==> config.mk <==
export PLATFORM = sky130hd
export DESIGN_NAME = wishbone_master
export DESIGN_NICKNAME = d
export VERILOG_FILES = /design/src/source/host_bus_pkg.sv /design/src/source/wishbone_master.sv
export SDC_FILE = /design/constraint.sdc
export NUM_CORES = 1
export LEC_CHECK = 0
export ABC_CLOCK_PERIOD_IN_PS = 11800
export BUFFER_PORTS_ARGS = -buffer_cell sky130_fd_sc_hd__buf_2
export CAP_MARGIN = 20
export CORE_MARGIN = 4
export CORE_UTILIZATION = 38
export DETAILED_ROUTE_END_ITERATION = 7
export GPL_TIMING_DRIVEN = 0
export HOLD_SLACK_MARGIN = 0.05
export PLACE_DENSITY_LB_ADDON = 0.05
export SYNTH_ARGS = -nofsm -noshare
export SYNTH_HDL_FRONTEND = slang
export SYNTH_SLANG_ARGS = --single-unit
==> constraint.sdc <==
create_clock -name clk -period 11.8 [get_ports clk]
set_clock_uncertainty 0.05 [all_clocks]
set_input_delay 2.95 -clock clk [delete_from_list [all_inputs] [get_ports clk]]
set_output_delay 2.95 -clock clk [all_outputs]
set_load 0.05 [all_outputs]
==> src/source/host_bus_pkg.sv <==
// host bus package with command codes, status words, host command/response and wishbone structs
package host_bus_pkg;

	// host command codes, one word each
	localparam logic [31:0] CMD_PING     = 32'h0000_0000;
	localparam logic [31:0] CMD_WRITE    = 32'h0000_0001;
	localparam logic [31:0] CMD_READ     = 32'h0000_0002;
	// codes 3 to 6 were the stream commands
	localparam logic [31:0] CMD_RW_FLAGS = 32'h0000_0007;

	// data word answered to a ping
	localparam logic [31:0] S_PING_RESP = 32'h0000_1EAF;

	// status for a command the master does not know
	localparam logic [31:0] STATUS_BAD_COMMAND = 32'h0000_DEAD;

	// command word set from the host input handler
	typedef struct packed {
		logic [31:0] command;
		logic [31:0] address;
		logic [31:0] data;
	} host_cmd_t;

	// response word set for the host output handler
	// status is the inverted command on success
	typedef struct packed {
		logic [31:0] status;
		logic [31:0] address;
		logic [31:0] data;
	} host_resp_t;

	// master to slave side of a wishbone bus
	typedef struct packed {
		// byte address
		logic [31:0] adr;
		// write data
		logic [31:0] dat;
		logic        we;
		logic        cyc;
		logic        stb;
		// byte lane selects
		logic [3:0]  sel;
	} wb_req_t;

	// slave to master side
	typedef struct packed {
		// read data, valid with ack
		logic [31:0] dat;
		logic        ack;
	} wb_rsp_t;

endpackage

==> src/source/wishbone_master.sv <==
// host command master that decodes host commands, runs wishbone cycles and returns responses
`timescale 1ns/1ps

module wishbone_master
	import host_bus_pkg::*;
#(
	// identity of the host port, matches the arbiter grant bit
	parameter int MASTER_ID = 0
) (
	input  logic       clk,
	input  logic       rst,

	// host input handler side
	input  logic       in_ready_i,
	input  host_cmd_t  in_cmd_i,
	output logic       master_ready_o,

	// host output handler side
	input  logic       out_ready_i,
	output host_resp_t out_resp_o,
	output logic       out_en_o,

	// wishbone side
	output wb_req_t    wb_req_o,
	input  wb_rsp_t    wb_rsp_i
);

	typedef enum logic [1:0] {
		// waiting for a host command
		ST_IDLE,
		// wishbone cycle in flight
		ST_BUS,
		// response presented to the host
		ST_RESP
	} state_t;

	state_t      state_q;
	host_cmd_t   cmd_q;
	host_resp_t  resp_q;
	logic [31:0] flags_q;
	logic        bus_req_q;
	logic        accept;
	logic        is_bus_cmd;
	logic        bus_done;

	// strobe only counts while idle
	assign accept = in_ready_i && (state_q == ST_IDLE);

	// write and read go out on the bus, everything else answers locally
	assign is_bus_cmd = (in_cmd_i.command == CMD_WRITE) || (in_cmd_i.command == CMD_READ);

	// single transfer ends on ack
	assign bus_done = (state_q == ST_BUS) && wb_rsp_i.ack;

	assign master_ready_o = (state_q == ST_IDLE);
	assign out_en_o = (state_q == ST_RESP);
	assign out_resp_o = resp_q;

	// request comes straight from the latched command
	// full word access, all byte lanes
	assign wb_req_o = '{
		adr: cmd_q.address,
		dat: cmd_q.data,
		we:  (cmd_q.command == CMD_WRITE),
		cyc: bus_req_q,
		stb: bus_req_q,
		sel: 4'hf
	};

	// control fsm and flags register
	always_ff @(posedge clk) begin
		if (rst) begin
			state_q <= ST_IDLE;
			bus_req_q <= 1'b0;
			flags_q <= '0;
		end else begin
			case (state_q)
				ST_IDLE: begin
					if (accept) begin
						if (is_bus_cmd) begin
							bus_req_q <= 1'b1;
							state_q <= ST_BUS;
						end else begin
							// ping, flags and bad commands answer next cycle
							state_q <= ST_RESP;
						end
						// swap in the new flags, old value goes out in the response
						if (in_cmd_i.command == CMD_RW_FLAGS) begin
							flags_q <= in_cmd_i.data;
						end
					end
				end
				ST_BUS: begin
					// cyc and stb drop on the ack edge
					if (wb_rsp_i.ack) begin
						bus_req_q <= 1'b0;
						state_q <= ST_RESP;
					end
				end
				ST_RESP: begin
					// held until the host takes it
					if (out_ready_i) begin
						state_q <= ST_IDLE;
					end
				end
				default: begin
					state_q <= ST_IDLE;
				end
			endcase
		end
	end

	// latched command and response words
	always_ff @(posedge clk) begin
		if (accept) begin
			cmd_q <= in_cmd_i;
			case (in_cmd_i.command)
				CMD_PING: begin
					resp_q <= '{status: ~in_cmd_i.command, address: '0, data: S_PING_RESP};
				end
				CMD_RW_FLAGS: begin
					resp_q <= '{status: ~in_cmd_i.command, address: in_cmd_i.address,
						data: flags_q};
				end
				CMD_WRITE, CMD_READ: begin
					// data filled in when the bus answers
					resp_q.status <= ~in_cmd_i.command;
					resp_q.address <= in_cmd_i.address;
				end
				default: begin
					resp_q <= '{status: STATUS_BAD_COMMAND, address: in_cmd_i.address,
						data: '0};
				end
			endcase
		end else if (bus_done) begin
			// read returns bus data, write echoes what was written
			resp_q.data <= (cmd_q.command == CMD_READ) ? wb_rsp_i.dat : cmd_q.data;
		end
	end

	// host must wait for the ready level before strobing
	a_strobe_when_ready: assert property (@(posedge clk) disable iff (rst)
		in_ready_i |-> master_ready_o)
		else $error("master %0d: command strobe while not ready", MASTER_ID);

	// ack only comes back inside this master's own cycle
	a_ack_in_cycle: assert property (@(posedge clk) disable iff (rst)
		wb_rsp_i.ack |-> wb_req_o.cyc && wb_req_o.stb)
		else $error("master %0d: ack outside a bus cycle", MASTER_ID);

endmodule

After elaboration in Yosys (flattened, before gate mapping):

Index checks and enable logic that the tools add are counted.

* logic and storage cells: 49
* output and inout bits: 169
* bits of input ports: 133
* bits in registers: 227

* mux-type cells: 14
* reductions and logical operators: 13
* bitwise gates (word level): 1
* equal/unequal tests: 12

Operators by type and width (number)
* $pmux 64 s2: 1
* $mux 32: 3
* $pmux 32 s3: 1
* $eq 32x1->1 const B: 2
* $eq 32x2->1 const B: 2
* $eq 32x3->1 const B: 1
* $logic_not 32->1: 1
* $not 32->32: 1
* $mux 2: 4
* $ne 2x2->1 const B: 3
* $pmux 2 s3: 1
* $reduce_and 3->1: 2
* $ne 2x1->1 const B: 2
* $reduce_and 4->1: 1
* $reduce_bool 2->1: 2
* $mux 1: 3
* $reduce_or 3->1: 1
* $eq 2x1->1 const B: 1
* $eq 2x2->1 const B: 1
* $logic_and 1x1->1: 2
* $logic_not 2->1: 1
* $pmux 1 s2: 1
* $reduce_and 2->1: 1
* $reduce_or 2->1: 1
* $logic_or 1x1->1: 1

Logic depth before layout (Yosys ltp):

* depth in word-level cells: 5
* depth in mapped cells: 9
* gate-level depth less buffers: 6

Worst setup path after synthesis:

OpenSTA, ideal clock, no wires.

* path type: input-to-reg
* start point: input port in_cmd_i[95] (netlist bit)
* end point: register resp_q, in the netlist out_resp_o[0] (enable)
* setup slack: 5.435 ns
* buffers on the path: 1
* setup time: 0.466 ns
* required time: 11.284 ns
* data arrival time: 5.849 ns
* cell stages on the path: 5
* cell sequence: nor4_1 and4_1 clkbuf_1 and4b_1 o21ai_0

* word-level cells in the longest chain between the ends: 4
* elaborated cells between the ends (all ways): 5
* classes of those cells: 3 x eq/ne; 2 x reduce/logical

Ends and longest elaborated chain
* start, declared: line wishbone_master.sv:15 `input host_cmd_t in_cmd_i,`
* $eq 32x1->1 / $eq 32x2->1 (equally long branches): line wishbone_master.sv:117 `case (in_cmd_i.command)`
* $reduce_or 2->1 *: line wishbone_master.sv:117
* $ne 2x2->1 (no source line) *
* $reduce_and 2->1 (no source line) *
* end signal, assigned: line wishbone_master.sv:119 `resp_q <= '{status: ~in_cmd_i.command, address: '0, data: S_PING_RESP};`
* end signal, assigned: line wishbone_master.sv:122 `resp_q <= '{status: ~in_cmd_i.command, address: in_cmd_i.address,`
* end signal, assigned: line wishbone_master.sv:131 `resp_q <= '{status: STATUS_BAD_COMMAND, address: in_cmd_i.address,`
* end, declared: line wishbone_master.sv:39 `host_resp_t resp_q;`

Mark *: on every way between the ends. The rest lies on a longest branch, timed or not.
A chain may end at the register's enable or synchronous reset.

==> results.md <==
Floorplanning:
- The total I/O pin count is 302.
- The floorplan step set the die width to 167 um.
- For this configuration, the core starts out at a cell density of 0.390.
- The die covers 27900 sq um.
- The die is 167 um tall.
- The initialized floorplan defines 57 standard-cell rows.
- The total area inside the core boundary comes to 24600 sq um.

Drt:
- The length of the first detailed-routing pass in iterations is 5.
- For this run, design rule violations remaining after detail routing come to 0.
- The detail-routed net length per standard cell is 19.2 um.
- For this block, the via count after detailed routing is 6726.
- The count of antenna-violating nets left after detailed routing is 0.
- The overall routed net length is 26500 um.
- The detailed router finished its first iteration with 413 violations.
- Dividing the detail-routed via count by the number of cells gives 4.88.

STA:
- The highest clock rate is 0.172 GHz.
- The final number of setup-violating endpoints is 0.
- The shortest period the worst path allows is 5.81 ns.
- Setup repair after global routing left no endpoint under its margin.
- Across all hold checks on the routed design, the worst slack comes to 0.421 ns.
- In the finished design, the share of the clock period the worst path needs comes to 0.492.
- The actual slew at the worst max-slew pin is 0.814 ns.
- The final number of max-transition violations is 0.
- The sum of negative setup slack is 0 ns.
- The final hold violation count is 0.
- In this run the tightest slew margin relative to its limit is 0.455.

Run status:
- The flow ran to the end, and the final reports show no timing, DRC or antenna violations.

GRT:
- The number of antenna violations at the first check in global routing is 2.
- The pin count of the biggest net entering global routing is 88.
- The number of global-route vias before repair was 6923.
- Global routing finished with a remaining overflow of 0.
- The overall global routing resource usage is 0.183.
- The wire length of the first global-routing pass is 40500 um.

Worst setup path:
- The delay contributed by the slowest stage of the critical path is 0.45 ns.
- The worst setup path is captured at an output port.
- STA classifies the critical path startpoint as a flip-flop.
- The worst register-to-register path ends at out_resp_o[9].
- The category of the critical setup timing path is reg2out.
- The cell that appears most often on the critical path is nor4_1.
- The worst register-to-register path begins at state_q[0].
- Traced cell by cell, the critical path runs through nor4_1 > nand4_1 > clkbuf_1 > nor4_1 > buf_2.
- Among all stages on the critical path, the largest delay is contributed by clkbuf_1.
- For the worst setup path, the data required time is 8.80 ns.
- The critical path data arrival time is 2.81 ns.
- Measured in cells, the most critical reg-to-reg path has a length of 8.
- The register-to-register setup slack is 9.10 ns.
- Along the worst path, the maximum fanout reaches 10.

Yosys:
- In this run, synthesis produced a sequential element count of 227.
- The distinct cell type count of the synthesized netlist is 38.
- The cell area that synthesis handed to floorplanning was 9600 sq um.
- The number of warnings printed during yosys synthesis is 0.
- The main flop type after synthesis is edfxtp_1.
- Yosys mapped a number of flops with a built-in enable equal to 192.
- After synthesis, the mean cell area works out to 13.8 sq um.
- After synthesis, the share of flip-flops with an asynchronous set or reset is 0.
- The share of the Yosys chip area taken by registers is 0.673.
- The synthesized netlist cell count is 696.

Placement:
- Once detailed placement completed, the half-perimeter wirelength came to 19000 um.
- Once placement finished, the instance area stood at 11600 sq um.
- The number of placed instances, taps included, is 1330.
- The global placer's final weighted congestion is 0.736.
- Input and output buffers added on the ports amount to 296.

Finish:
- For this run, the post-layout net count is 1167.
- The area overhead of the layout relative to synthesis is 29.8%.
- After filler insertion, the fill cell instance count of the layout stands at 2275.
- The commonest non-fill, non-tap cell in the layout is buf_2.
- The finished layout holds 1378 standard cells, fillers aside.
- In the final layout, the multi-input gates occupy 2410 sq um.
- Leaving out fill and tap cells, the most frequent cells in the layout are 300 x buf_2, 192 x edfxtp_1, 71 x buf_4, 64 x nand2b_1, 58 x nand4_1.
- Of the cells placed in the final design, the portion with a size suffix greater than 1 is 0.398.
- The sequential cells in the finished layout cover a total of 6470 sq um.
- The final design instance area without fill is 12500 sq um.
- The number of antenna repair diodes is 0.

Clock tree:
- The clock tree root buffer cell is clkbuf_16.
- The later pin in the worst-skew pair is clocked with a latency of 0.52 ns.
- In this run, post-CTS repair resized a total of 0 instances.
- CTS built an H-tree with a depth of 1.
- Hold repair after CTS inserted 0 buffers.
- Clock-pin slew was measured on the worst setup and hold paths at 0.06 ns.
- TritonCTS built the clock tree.
- For this design, the sink count on the clock tree is 227.
- In this run the deepest clock path goes through 3 buffers.
- The TritonCTS buffer count is 26.
- Once the clock tree was built, the setup fixing pass inserted 0 buffers.

Power and ir drop:
- The power share of the combinational group is 0.138.
- Overall power consumption after layout is estimated at 2020 uW.
- VDD sags by at most 0.0900 mV.
- The share of total power dissipated in sequential elements is 0.465.
- The net switching power figure is 530 uW.
- The proportion of power drawn by the clock network is 0.398.
- Of the total power, the share spent switching nets is 0.263.
- In this run the static leakage power is 0.00497 uW.
- The internal power of the cells is 1490 uW.
- For this design the ratio of total power to cell area is 162 nW/um^2.

Min path:
- The hold path depth is 2.
- The type of the tightest min-delay check is reg2reg.
- For hold timing, the worst endpoint is flags_q[9].
- The startpoint identified for the worst hold timing path is flags_q[9].

Job:
- The number of maximum-capacitance constraint violations is 0.
[critical path: cells and delay by family, from the launching register on]
family	cells	cell delay [ns]
buffers and inverters	2	0.78
DFF	1	0.36
and+or+nand+nor	3	1.15
[layer usage]
layer,up-vias,wire [um],global-route usage
li1,3230,-,-
met1,3185,11700,0.254
met2,269,12300,0.297
met3,38,2030,0.0417
met4,4,485,0.0409
met5,-,26,0
[layout make-up]
type / count / area share
multi-input cells: 354 / 0.193
well taps: 324 / 0.0325
clock inverters: 13 / 0.0112
plain buffers: 124 / 0.0619
repair buffers: 298 / 0.123
flip-flops and latches: 227 / 0.519
clock buffers: 35 / 0.0574
inverters: 3 / 0.00151
[state kept, by name, summed over array words and instances, names as in the netlist]
signal      flops
out_resp_o     96
flags_q        32
wb_req_o       64
state_q         2
bus_req_q       1
cmd_q          32
[power by group through the flow]
stage               Clock [uW]  Sequential, uW  Combinational (uW)
floorplan                    0            1030                 116
global placement             0             959                 275
detailed placement           0             954                 281
CTS                        826             937                 281
global route               867             941                 293
finish                     802             937                 277
[cells in the mapped netlist (all sizes together) (12+ instances only)]
master  number  area (sq um)
edfxtp     192          5770
nor4b       12           105
dfxtp       35           701
nor2b       36           225
mux2i       32           320
clkbuf      46           174
nand2b      64           400
nand2       13          48.8
nand3       23           115
buf         78           598
nand4       58           363
o211ai      42           315
and3b       21           184
nor4        14          87.6
[worst max path at each step]
stage	start	end	slack, ns
after floorplan	in_cmd_i[95]	out_resp_o[0]	5.44
after global placement	in_ready_i	out_resp_o[15]	3.14
after detailed placement	in_cmd_i[90]	out_resp_o[9]	6.44
after CTS	cmd_q[74]	wb_req_o[6]	5.96
after global routing	cmd_q[90]	wb_req_o[6]	5.80
final	cmd_q[90]	wb_req_o[6]	5.99
[cells by family after synthesis]
family | synth area share
flops | 0.673
buf+inv | 0.0816
compound gates | 0.0388
simple gates | 0.171
xor+xnor | 0.000912
mux | 0.0334
other cells | 0.000391
[stage by stage]
stage,setup WS (ns),util
floorplan,5.44,-
CTS,5.96,0.507
detailed placement,6.44,0.472
finish,5.99,0.507
global placement,3.14,0.469
global route,5.80,0.507
No activity file was read; power rests on OpenSTA's default activity.
