===== src/source/host_bus_pkg.sv =====
// host bus package with command codes, status words, host command/response and wishbone structs
package host_bus_pkg;

	// host command codes, one word each
	localparam logic [31:0] CMD_PING     = 32'h0000_0000;
	localparam logic [31:0] CMD_WRITE    = 32'h0000_0001;
	localparam logic [31:0] CMD_READ     = 32'h0000_0002;
	// codes 3 to 6 were the stream commands
	localparam logic [31:0] CMD_RW_FLAGS = 32'h0000_0007;

	// data word answered to a ping
	localparam logic [31:0] S_PING_RESP = 32'h0000_1EAF;

	// status for a command the master does not know
	localparam logic [31:0] STATUS_BAD_COMMAND = 32'h0000_DEAD;

	// command word set from the host input handler
	typedef struct packed {
		logic [31:0] command;
		logic [31:0] address;
		logic [31:0] data;
	} host_cmd_t;

	// response word set for the host output handler
	// status is the inverted command on success
	typedef struct packed {
		logic [31:0] status;
		logic [31:0] address;
		logic [31:0] data;
	} host_resp_t;

	// master to slave side of a wishbone bus
	typedef struct packed {
		// byte address
		logic [31:0] adr;
		// write data
		logic [31:0] dat;
		logic        we;
		logic        cyc;
		logic        stb;
		// byte lane selects
		logic [3:0]  sel;
	} wb_req_t;

	// slave to master side
	typedef struct packed {
		// read data, valid with ack
		logic [31:0] dat;
		logic        ack;
	} wb_rsp_t;

endpackage


===== src/source/wb_arbiter.sv =====
// round-robin arbiter that grants one of two wishbone masters the shared bus
`timescale 1ns/1ps

module wb_arbiter
	import host_bus_pkg::*;
(
	input  logic    clk,
	input  logic    rst,

	// master side
	input  wb_req_t m0_req_i,
	input  wb_req_t m1_req_i,
	output wb_rsp_t m0_rsp_o,
	output wb_rsp_t m1_rsp_o,

	// slave side
	output wb_req_t slv_req_o,
	input  wb_rsp_t slv_rsp_i
);

	// one bit per master, all zero when nobody owns the bus
	logic [1:0] grant_q;
	logic [1:0] grant_d;
	// owner of the last grant, high for master 1
	logic       last_q;
	logic       bus_idle;

	// idle once the owner lets go of cyc
	assign bus_idle = !(grant_q[0] && m0_req_i.cyc) && !(grant_q[1] && m1_req_i.cyc);

	// next owner
	always_comb begin
		grant_d = 2'b00;
		if (m0_req_i.cyc && m1_req_i.cyc) begin
			// both asking, the one skipped last time wins
			grant_d = last_q ? 2'b01 : 2'b10;
		end else if (m0_req_i.cyc) begin
			grant_d = 2'b01;
		end else if (m1_req_i.cyc) begin
			grant_d = 2'b10;
		end
	end

	// grant only moves while the bus is idle
	always_ff @(posedge clk) begin
		if (rst) begin
			grant_q <= 2'b00;
			// master 0 first after reset
			last_q <= 1'b1;
		end else if (bus_idle) begin
			grant_q <= grant_d;
			if (grant_d[0]) begin
				last_q <= 1'b0;
			end else if (grant_d[1]) begin
				last_q <= 1'b1;
			end
		end
	end

	// request mux, quiet bus without an owner
	always_comb begin
		slv_req_o = '0;
		if (grant_q[0]) begin
			slv_req_o = m0_req_i;
		end else if (grant_q[1]) begin
			slv_req_o = m1_req_i;
		end
	end

	// read data fans out, ack only to the owner
	assign m0_rsp_o = '{dat: slv_rsp_i.dat, ack: slv_rsp_i.ack && grant_q[0]};
	assign m1_rsp_o = '{dat: slv_rsp_i.dat, ack: slv_rsp_i.ack && grant_q[1]};

	// an ack from the slave belongs to one owner that still holds its cycle
	a_ack_to_owner: assert property (@(posedge clk) disable iff (rst)
		slv_rsp_i.ack |-> $onehot(grant_q) && (grant_q[0] ? m0_req_i.cyc : m1_req_i.cyc))
		else $error("arbiter: ack without a granted master in a cycle");

endmodule


===== config.mk =====
export PLATFORM = sky130hd
export DESIGN_NAME = wb_arbiter
export DESIGN_NICKNAME = d
export VERILOG_FILES = /design/src/source/host_bus_pkg.sv /design/src/source/wb_arbiter.sv
export SDC_FILE = /design/constraint.sdc
export NUM_CORES = 1
export LEC_CHECK = 0
export BUFFER_PORTS_ARGS = -buffer_cell sky130_fd_sc_hd__buf_4
export CAP_MARGIN = 20
export CORE_AREA = 2 2 121 123
export CTS_BUF_LIST = sky130_fd_sc_hd__clkbuf_2 sky130_fd_sc_hd__clkbuf_4 sky130_fd_sc_hd__clkbuf_8
export CTS_CLUSTER_SIZE = 28
export DETAILED_ROUTE_END_ITERATION = 10
export DIE_AREA = 0 0 123 125
export HOLD_SLACK_MARGIN = 0.02
export SYNTH_ARGS = -nofsm -noshare
export SYNTH_HDL_FRONTEND = slang
export SYNTH_SLANG_ARGS = --single-unit

===== constraint.sdc =====
create_clock -name clk -period 2.75 [get_ports clk]
set_clock_uncertainty 0.1 [all_clocks]
set_input_delay 0.1375 -clock clk [delete_from_list [all_inputs] [get_ports clk]]
set_output_delay 0.1375 -clock clk [all_outputs]
set_load 0.02 [all_outputs]

Yosys cells after proc, flatten, opt, wreduce, memory -nomap -nowiden
Cells that the tools add are included.

Input port bits: 177. Output and inout port bits: 137. Word-level logic and storage cells: 20. Register bits after elaboration: 3.

Multiplexer cells: 8. Reduce and logical (&&, ||, !) cells: 10.

Operators by type and width (count): 71-bit 2-to-1 mux (2); 2-bit 2-to-1 mux (4); 1-bit logical AND (6); 1-bit logical NOT (2); 1-bit 2-to-1 mux (2); 2-bit AND reduction (1); 2-bit nonzero test (1).

Longest topological paths before layout
Gate-level depths: netlist of run 1.

Word-level depth: 5. Mapped depth: 5. Mapped depth without buffers: 3.

Least setup slack after synthesis of run 1
Ideal clock, no wire load.

Path kind: register to output. Start point: register grant_q[0]. End point: output slv_req_o[5] in the netlist's numbering. Arrival: 1203 ps. Stages on the path, launching flop included: 5. Path buffers: 3. Data required time: 2513 ps. Slack: 1310 ps. Cells stage by stage: dfxtp_1 buf_2 buf_6 buf_4 o21ai_0.

RTL lines: start: declaration (line wb_arbiter.sv:22) `logic [1:0] grant_q;`; start signal: assignment (line wb_arbiter.sv:51) `grant_q <= grant_d;`; end: declaration (line wb_arbiter.sv:17) `output wb_req_t slv_req_o,`.

==> qor.yml, run 1 <==
status: "completed"
synth_nets: 350
drv_slew: 0
fill_cells: 1571
yosysTopAreaCellShare_pct: 41.9
drv_cap: 0
yosysMostFrequentCell: "buf_4"
grt_usage_pct: 7.94
cts.reportedPaths.clkPinSlew_ns: 0.03
drtIter0Drc: 21
synth_edf_count: 0
grt_max_degree: 78
fin_crit_sh_pct: 75.2
ant_nets: 0
h-tree-depth: 1
hold_ws_ns: 0.141
dp_hpwl_um: 5940
fp.dieW_um: 123
insertion_delay_ns: 0.22
post_drt_wl_per_cell_um: 14.4
syn2layout_area_growth_pct: 84.5
synth_area_mm2: 0.00153
clockRootBuffer: "clkbuf_8"
cts_num_sinks: 3
seq_area_frac_synth_pct: 3.93
end_kind: "primary output"
p_leak_nw: 1.47
grt_pass1_vias: 1902
period_minus_slack_ns: 2.07
yosysTopAreaCell: "a22o_2"
antenna_found_initial: 1
drc: 0
vias_per_cell: 3.76
setup.worst_path.start_class: "register"
cts_resized: 0
p_per_area_mw_per_mm2: 280
hold_path.class: "input pin to register"
cts-buffers-inserted: 3
yosysUniqueCellTypes: 24
synthCells: 173
cts_tree: "built"
core_mm2: 0.0142
antenna_cells: 0
avgSynthCellArea_um2: 8.83
fin_tns_setup_ns: 0
worstMarginPinSlew_ns: 0.774
design.die.area_mm2: 0.0154
grt_first_pass_wirelength_um: 9580
rsz0062_at_grt: "no"
relSlewSlack_pct: 48.4
grt-ovfl-total: 0
drt_wl_total_um: 7190
crit_arrival_ns: 1.83
clk_path_buf_depth: 2
die_h_um: 125
synthTopCellsByArea: "a22o_2, buf_4, buf_8"
drive_gt1_share_pct: 92.1
fmax_mhz: 483
yosysWarnings: 0
setup_viol_count_final: 0
synth_seq_cells: 3
start_util_pct: 10.8
ir_drop_mv: 0.114
dr.pass1.iters: 4
synthFlopType: "dfxtp_1"
rows: 44
path_class: "register to primary output"
nets: 494
vias: 1882
io_pins: 314
numPortBuffers: 217
gp_congestion: 0.670
cp_max_fo: 53
netlist_top_cells_count: "buf_4, a22o_2, buf_8"
async_flop_share_pct: 0
cp.required_ns: 2.51
finalHoldViolCount: 0
==> cell usage in the layout (no fill, tap or decap) <==
cell type and instances:
buf_4 218, a22o_2 64, a22o_1 6, nand2_1 4
clkbuf_8 3, o21ai_0 2, dfxtp_1 2, nor2b_4 1
and2_1 1, and2_2 1, a21o_2 1, inv_1 1
nor2b_1 1, a21oi_1 1, nor2_1 1, nor3b_1 1
a211oi_1 1, o21bai_1 1, o311ai_0 1, a21o_1 1
clkbuf_4 1, dfxtp_2 1, dlygate4sd3_1 1, buf_12 1
==> worst paths after layout <==
| kind | slack [ns] | end | startpoint | cells after the start |
|---|---|---|---|---|
| hold reg to reg | 0.51 | last_q$_SDFFE_PP1P_ | last_q$_SDFFE_PP1P_ | 2 |
| setup reg to reg | 1.11 | last_q$_SDFFE_PP1P_ | grant_q[0]$_SDFFE_PP0P_ | 3 |
| hold / removal | 0.14 | grant_q[0]$_SDFFE_PP0P_ | m0_req_i[5] | 3 |
| setup / recovery | 0.68 | slv_req_o[43] | grant_q[1]$_SDFFE_PP0P_ | 4 |
==> registers in the layout, indices dropped and copies added (netlist names) <==
signal / flops
last_q: 1
grant_q: 2
==> through the flow <==
stage / instances / utilization (%) / total power [mW] / instance area [um^2] / setup slack (ns)
2_1_floorplan: 173 / - / 0.489 / 1530 / 1.31
3_3_place_gp: 495 / 19.4 / 0.652 / 2760 / 0.984
3_5_place_dp: 495 / 19.4 / 0.658 / 2760 / 0.915
4_1_cts: 500 / 19.8 / 0.801 / 2820 / 0.672
5_1_grt: 500 / 19.8 / 0.837 / 2820 / 0.575
6_report: 500 / 19.8 / 0.788 / 2820 / 0.681
==> per-layer routing <==
metal | vias to the layer above | wire, um | share of wire, % | track usage (%)
met1 | 842 | 2580 | 36 | 8.63
met5 | - | 13 | 0.18 | 0
met4 | 2 | 89 | 1.2 | 2.14
met3 | 12 | 950 | 13 | 1.87
met2 | 152 | 3560 | 49 | 15.0
li1 | 874 | - | - | -
==> critical path, cell delays in order, from the launching register on <==
cell and delay (ns):
dfxtp_1 0.43, nor2b_4 0.48, buf_12 0.28, a22o_2 0.21
buf_4 0.14
==> logic make-up (layout without fill, tap and decap cells) <==
logic type,count (synthesis),after routing,synth area share [%]
compound gates,78,78,49.0
flops,3,3,3.93
simple gates,10,10,3.93
buf+inv,82,225,43.2
==> power breakdown <==
| group | switching (mW) | internal [mW] |
|---|---|---|
| clock network | 0.0281 | 0.109 |
| registers | 0.00432 | 0.0478 |
| logic | 0.270 | 0.329 |
==> repair_timing <==
| item | 4_1_cts | 5_1_grt |
|---|---|---|
| hold endpoints to repair | 2 | 0 |
| hold buffers | 1 | 0 |
| setup buffers | 0 | 0 |
==> final cells by class <==
type / instances / area (um^2) / share of cell area [%]
clock buffer: 4 / 48.8 / 1.73
inverter: 1 / 3.75 / 0.133
tap: 184 / 230 / 8.17
sequential: 3 / 61.3 / 2.17
multi-input combinational: 88 / 808 / 28.7
timing repair buffer: 220 / 1670 / 59.1
No activity file was read; power rests on OpenSTA's default activity.
==> run 2, diff against run 1 <==
--- a/config.mk
+++ b/config.mk
@@ -5,6 +5,7 @@
 export SDC_FILE = /design/constraint.sdc
 export NUM_CORES = 1
 export LEC_CHECK = 0
+export ABC_AREA = 1
 export BUFFER_PORTS_ARGS = -buffer_cell sky130_fd_sc_hd__buf_4
 export CAP_MARGIN = 20
 export CORE_AREA = 2 2 121 123
==> constraint.sdc (replaced) <==
create_clock -name clk -period 2 [get_ports clk]
set_clock_uncertainty 0.1 [all_clocks]
set_input_delay 0.1 -clock clk [delete_from_list [all_inputs] [get_ports clk]]
set_output_delay 0.1 -clock clk [all_outputs]
set_load 0.02 [all_outputs]
==> qor.yml, run 2 <==
seq_area_frac_synth_pct: 3.25  # -0.68 points
rsz0062_at_grt: "no"
period_minus_slack_ns: 1.69
dp_hpwl_um: 5780  # -2.7%
p_leak_nw: 1.83  # +24%
antenna_found_initial: 0  # -1
yosysWarnings: 0  # unchanged
top_register: "grant_q"
setup_viol_count_final: 0  # unchanged
h-tree-depth: 1  # unchanged
largestRegisters: "grant_q x2, last_q x1"
relSlewSlack_pct: 65.7  # +17 points
mostFrequentLayoutCell: "buf_4"
syn2layout_area_growth_pct: 68.5
p_per_area_mw_per_mm2: 361  # +29%
crit_end: "slv_req_o[56]"
slowest_delay_ns: 0.56  # +0.08 ns
path_class: "register to primary output"
power_mw: 1.12  # +43%
drive_gt1_share_pct: 53.9  # -38 points
drv_cap: 0  # unchanged
drtIter0Drc: 71  # +240%
drc: 0  # unchanged
drt_wl_total_um: 7290  # +1.4%
avgSynthCellArea_um2: 5.66  # -36%
synth_area_mm2: 0.00185  # +21%
synthFlopType: "dfxtp_1"
nets: 644  # +30%
ir_drop_mv: 0.121  # +6.8%
cts.reportedPaths.clkPinSlew_ns: 0.03  # about the same
numPortBuffers: 217  # unchanged
yosysMostFrequentCell: "nand2_1"
whs_path_depth: 0  # -3
grt_first_pass_wirelength_um: 11000  # +14%
synthTopCellsByArea: "nand2_1, buf_4, nand3_1"
fp.dieW_um: 123  # unchanged
yosysUniqueCellTypes: 16  # -33%
synth_edf_count: 0  # unchanged
antenna_cells: 0  # unchanged
cts-buffers-inserted: 3  # unchanged
fill_cells: 1647  # +4.8%
finalHoldViolCount: 0  # unchanged
clk_path_buf_depth: 2  # unchanged
worstMarginPinSlew_ns: 0.514  # -0.260 ns
fin_util_pct: 21.9  # +2.1 points
r2r_cells: 6  # +3
io_pins: 314  # unchanged
fin_crit_sh_pct: 84.5
cts_tree: "built"
hold_ws_ns: 0.100  # -0.0406 ns
cp.required_ns: 1.80  # -0.71 ns
vias_per_cell: 3.80  # +1.0%
crit_cells: 4  # unchanged
grt_pass1_vias: 2277  # +20%
r2r-start: "grant_q[0]$_SDFFE_PP0P_"
fin_tns_setup_ns: 0  # unchanged
async_flop_share_pct: 0  # unchanged
setup.worst_path.start_class: "register"
insertion_delay_ns: 0.22  # about the same
design.die.area_mm2: 0.0154  # unchanged
synth_nets: 504  # +44%
crit_start: "grant_q[0]$_SDFFE_PP0P_"
synthCells: 327  # +89%
core_mm2: 0.0142  # unchanged
final_cell_mix: "buf_4, nand2_1, nand3_1"
r2r_slack_ns: 0.52  # -0.59 ns
synth_seq_cells: 3  # unchanged
rows: 44  # unchanged
largest_reg_flops: 2  # unchanged
fmax_mhz: 592
seq_area_um2: 62.6  # +2.0%
crit_arrival_ns: 1.49  # -0.34 ns
ant_nets: 0  # unchanged
yosysTopAreaCell: "nand2_1"
rr_endpoint: "last_q$_SDFFE_PP1P_"
start_util_pct: 13.0  # +2.3 points
yosysTopAreaCellShare_pct: 30.4  # -11 points
end_kind: "primary output"
multiInputGateArea_mm2: 0.00108  # +33%
grt-ovfl-total: 0  # unchanged
status: "completed"
critPathSlowestCell: "dfxtp_2"
hold_path.class: "input pin to primary output"
cp_top_family: "flip-flops"
grt_usage_pct: 8.97  # +1.0 points
cts_resized: 0  # unchanged
netlist_top_cells_count: "nand2_1, buf_4, nand3_1"
gp_congestion: 0.769  # +15%
drv_slew: 0  # unchanged
critical_path_buf_inv_count: 2  # unchanged
vias: 2471  # +31%
cts_num_sinks: 3  # unchanged
crit_path_cell_trace: "buf_4, nand2_1, nand2_1, buf_4"
cp_max_fo: 31  # -42%
dr.pass1.iters: 6  # +2
grt_max_degree: 72  # -7.7%
die_h_um: 125  # unchanged
post_drt_wl_per_cell_um: 11.2  # -22%
clockRootBuffer: "clkbuf_8"
run 2: changes by cell type after synthesis, sizes merged, moves of 3 or more:
cell | before | now
clkbuf | 3 | 0
buf | 78 | 87
inv | 1 | 6
nand2 | 4 | 152
a22o | 70 | 0
nand3 | 0 | 71
run 2: cell families after synthesis:
| group | synth area share (%) |
|---|---|
| AND/OR/NAND/NOR | 56.6 |
| buffers and inverters | 38.6 |
| AO/OA/AOI/OAI | 1.56 |
| flip-flops | 3.25 |
run 2: where the power goes:
group / switching [mW] / leakage [nW] / internal (mW)
registers: 0.0133 / 0.0256 / 0.0665
logic: 0.444 / 1.78 / 0.410
clock network: 0.0411 / 0.0262 / 0.150
total: 0.498 / 1.83 / 0.626
run 2: worst min path at each step:
| stage | from | endpoint | slack, ns |
|---|---|---|---|
| 2_1_floorplan | rst | grant_q[1]$_SDFFE_PP0P_ | 0.06 |
| 3_3_place_gp | slv_rsp_i[9] | m1_rsp_o[9] | 0.10 |
| 3_5_place_dp | slv_rsp_i[9] | m1_rsp_o[9] | 0.10 |
| 4_1_cts | m0_req_i[5] | grant_q[0]$_SDFFE_PP0P_ | 0.1 |
| 5_1_grt | slv_rsp_i[20] | m1_rsp_o[20] | 0.10 |
| 6_report | slv_rsp_i[17] | m0_rsp_o[17] | 0.10 |
run 2: layer usage:
metal / part of all wire [%] / up-vias / global-route usage (%)
met2: 47 / 157 / 14.8
met3: 13 / 22 / 4.06
met5: 0 / - / 0
met4: 1.8 / 0 / 3.14
li1: - / 1241 / -
met1: 38 / 1051 / 10.1
run 2: repair_timing:
action	4_1_cts	5_1_grt
hold buffers	1	0
setup buffers	0	0
hold endpoints to repair	2	0
run 2: area by class of cell:
cell class | count | share of cell area (%)
clock buffer | 4 | 1.57
multi-input combinational | 231 | 34.5
timing repair buffer | 222 | 53.6
tap | 184 | 7.39
inverter | 6 | 0.963
sequential | 3 | 2.01
run 2: metrics by stage:
stage	instances	cell area, um^2	setup WS, ns
finish	650	3120	0.310
global route	650	3120	0.163
CTS	650	3120	0.295
detailed placement	645	3060	0.512
global placement	645	3060	0.515
floorplan	327	1850	0.938
run 2: worst register-to-register path, delay by kind of cell (launching register included):
kind / cells / cell delay, ns
DFF: 1 / 0.56
and+or+nand+nor: 5 / 0.33
buffers and inverters: 1 / 0.38
==> run 3, diff against run 2 <==
==> constraint.sdc (replaced) <==
create_clock -name clk -period 1.6 [get_ports clk]
set_clock_uncertainty 0.1 [all_clocks]
set_input_delay 0.08 -clock clk [delete_from_list [all_inputs] [get_ports clk]]
set_output_delay 0.08 -clock clk [all_outputs]
set_load 0.02 [all_outputs]
==> qor.yml, run 3 (same netlist as run 2, synthesis figures left out) <==
status: "completed"
cts-buffers-inserted: 3  # unchanged
mostFrequentLayoutCell: "buf_4"
die_h_um: 125  # unchanged
crit_arrival_ns: 1.32  # -0.17 ns
period_minus_slack_ns: 1.50
p_switching_mw: 0.642  # +29%
rsz0062_at_grt: "no"
drv_slew: 0  # unchanged
slowest_delay_ns: 0.47  # -0.09 ns
critPathMostFrequentCell: "nand2_1"
dr.pass1.iters: 4  # -2
fin_area_mm2: 0.00319  # +2.4%
end_kind: "primary output"
cts_num_sinks: 3  # unchanged
drt_wl_total_um: 7590  # +4.0%
relSlewSlack_pct: 80.6  # +15 points
fin_tns_setup_ns: 0  # unchanged
setup_viol_count_final: 0  # unchanged
netSwitchingFraction_pct: 44.4  # +0.098 points
power_mw: 1.44  # +29%
ant_nets: 0  # unchanged
drv_cap: 0  # unchanged
drive_gt1_share_pct: 54.0  # +0.099 points
dp_hpwl_um: 5740  # -0.77%
power_frac_seq_pct: 7.0  # about the same
pre_cts_slack_ns: 0.295  # -0.217 ns
p_leak_nw: 1.85  # +1.2%
grt_max_degree: 72  # unchanged
final_cell_mix: "buf_4, nand2_1, nand3_1"
p_per_area_mw_per_mm2: 452  # +25%
grt_usage_pct: 8.72  # -0.24 points
fill_cells: 1628  # -1.2%
grt_first_pass_wirelength_um: 10600  # -3.1%
fp.dieW_um: 123  # unchanged
insertion_delay_ns: 0.22  # about the same
numPortBuffers: 217  # unchanged
design.die.area_mm2: 0.0154  # unchanged
intPower_mw: 0.803  # +28%
p_clk_share_pct: 16.6  # -0.4 points
dr_wl_met3_um: 1000  # +2.1%
top_layer: "met4"
h-tree-depth: 1  # unchanged
fin_util_pct: 22.5  # +0.54 points
cts.reportedPaths.clkPinSlew_ns: 0.03  # about the same
r2r_cells: 6  # unchanged
finalHoldViolCount: 0  # unchanged
clk_path_buf_depth: 2  # unchanged
hold_path.class: "input pin to primary output"
crit_cells: 4  # unchanged
cp.required_ns: 1.42  # -0.38 ns
cts_tree: "built"
setup.worst_path.start_class: "register"
core_mm2: 0.0142  # unchanged
antenna_found_initial: 1  # +1
multiInputGateArea_mm2: 0.00108  # unchanged
syn2layout_area_growth_pct: 72.7
start_util_pct: 13.0  # unchanged
wl_met2_um: 3640  # +7.2%
vias: 2430  # -1.7%
post_cts_buffers: 0  # unchanged
rows: 44  # unchanged
grt_pass1_vias: 2224  # -2.3%
drtIter0Drc: 55  # -23%
whs_path_depth: 0  # unchanged
critical_path_buf_inv_count: 2  # unchanged
crit_path_cell_trace: "buf_6, nand2_1, nand2_1, buf_4"
nets: 645  # +0.16%
drc: 0  # unchanged
critPathSlowestCell: "dfxtp_4"
largestRegisters: "grant_q x2, last_q x1"
vias_per_cell: 3.73  # -2.0%
setup_ws_ns: 0.103  # -0.207 ns
cp_top_family: "flip-flops"
fmax_mhz: 668
seq_area_um2: 65.1  # +4.0%
clockRootBuffer: "clkbuf_8"
io_pins: 314  # unchanged
combPwrFrac_pct: 76.4  # +0.5 points
path_class: "register to primary output"
fin_crit_sh_pct: 93.6
largest_reg_flops: 2  # unchanged
met1Wirelength_um: 2840  # +2.2%
worstMarginPinSlew_ns: 0.290  # -0.224 ns
ir_drop_mv: 0.183  # +51%
post_drt_wl_per_cell_um: 11.6  # +3.7%
top_register: "grant_q"
gp_congestion: 0.685  # -11%
dpl-instance-area_mm2: 0.00310  # +1.2%
grt-ovfl-total: 0  # unchanged
cp_max_fo: 28  # -9.7%
## run 3: path summary, 6_finish.rpt
kind                                         startpoint  slack (ns)             endpoint
worst max register to register  grant_q[0]$_SDFFE_PP0P_        0.34  last_q$_SDFFE_PP1P_
worst min-delay path                      slv_rsp_i[17]        0.06         m0_rsp_o[17]
worst min register to register      last_q$_SDFFE_PP1P_        0.40  last_q$_SDFFE_PP1P_
worst max-delay path            grant_q[0]$_SDFFE_PP0P_        0.10        slv_req_o[55]
## run 3: power by group through the flow
| stage | Combinational, mW | Sequential, mW | Clock, mW |
|---|---|---|---|
| after floorplan | 0.793 | 0.0868 | 0 |
| final | 1.10 | 0.102 | 0.239 |
| after global routing | 1.19 | 0.103 | 0.252 |
| after CTS | 1.10 | 0.0940 | 0.248 |
| after global placement | 1.10 | 0.0948 | 0 |
| after detailed placement | 1.10 | 0.0950 | 0 |
## run 3: metrics by stage
step	instances	hold slack, ns
floorplan	327	0.0424
global placement	645	0.0602
detailed placement	645	0.0602
CTS	650	0.0602
global route	652	0.0600
finish	652	0.0600
## run 3: metal layers
layer,global-route usage [%],up-vias
li1,-,1250
met1,9.29,1009
met2,15.1,154
met3,4.01,17
met4,2.94,0
met5,0,-
## run 3: layout make-up
type                    instances  share of cell area [%]
clock buffers                   4                    1.53
multi-input cells             231                    33.7
repair buffers                222                    53.6
inverters                       6                    1.53
diodes                          1                  0.0784
well taps                     184                    7.21
flip-flops and latches          3                    2.04
repair inverters                1                   0.353
## run 3: timing repair
item | 4_1_cts | 5_1_grt
resized for setup | 0 | 4
hold endpoints to repair | 2 | 0
hold buffers | 1 | 0
endpoints found under the setup margin | 0 | 1
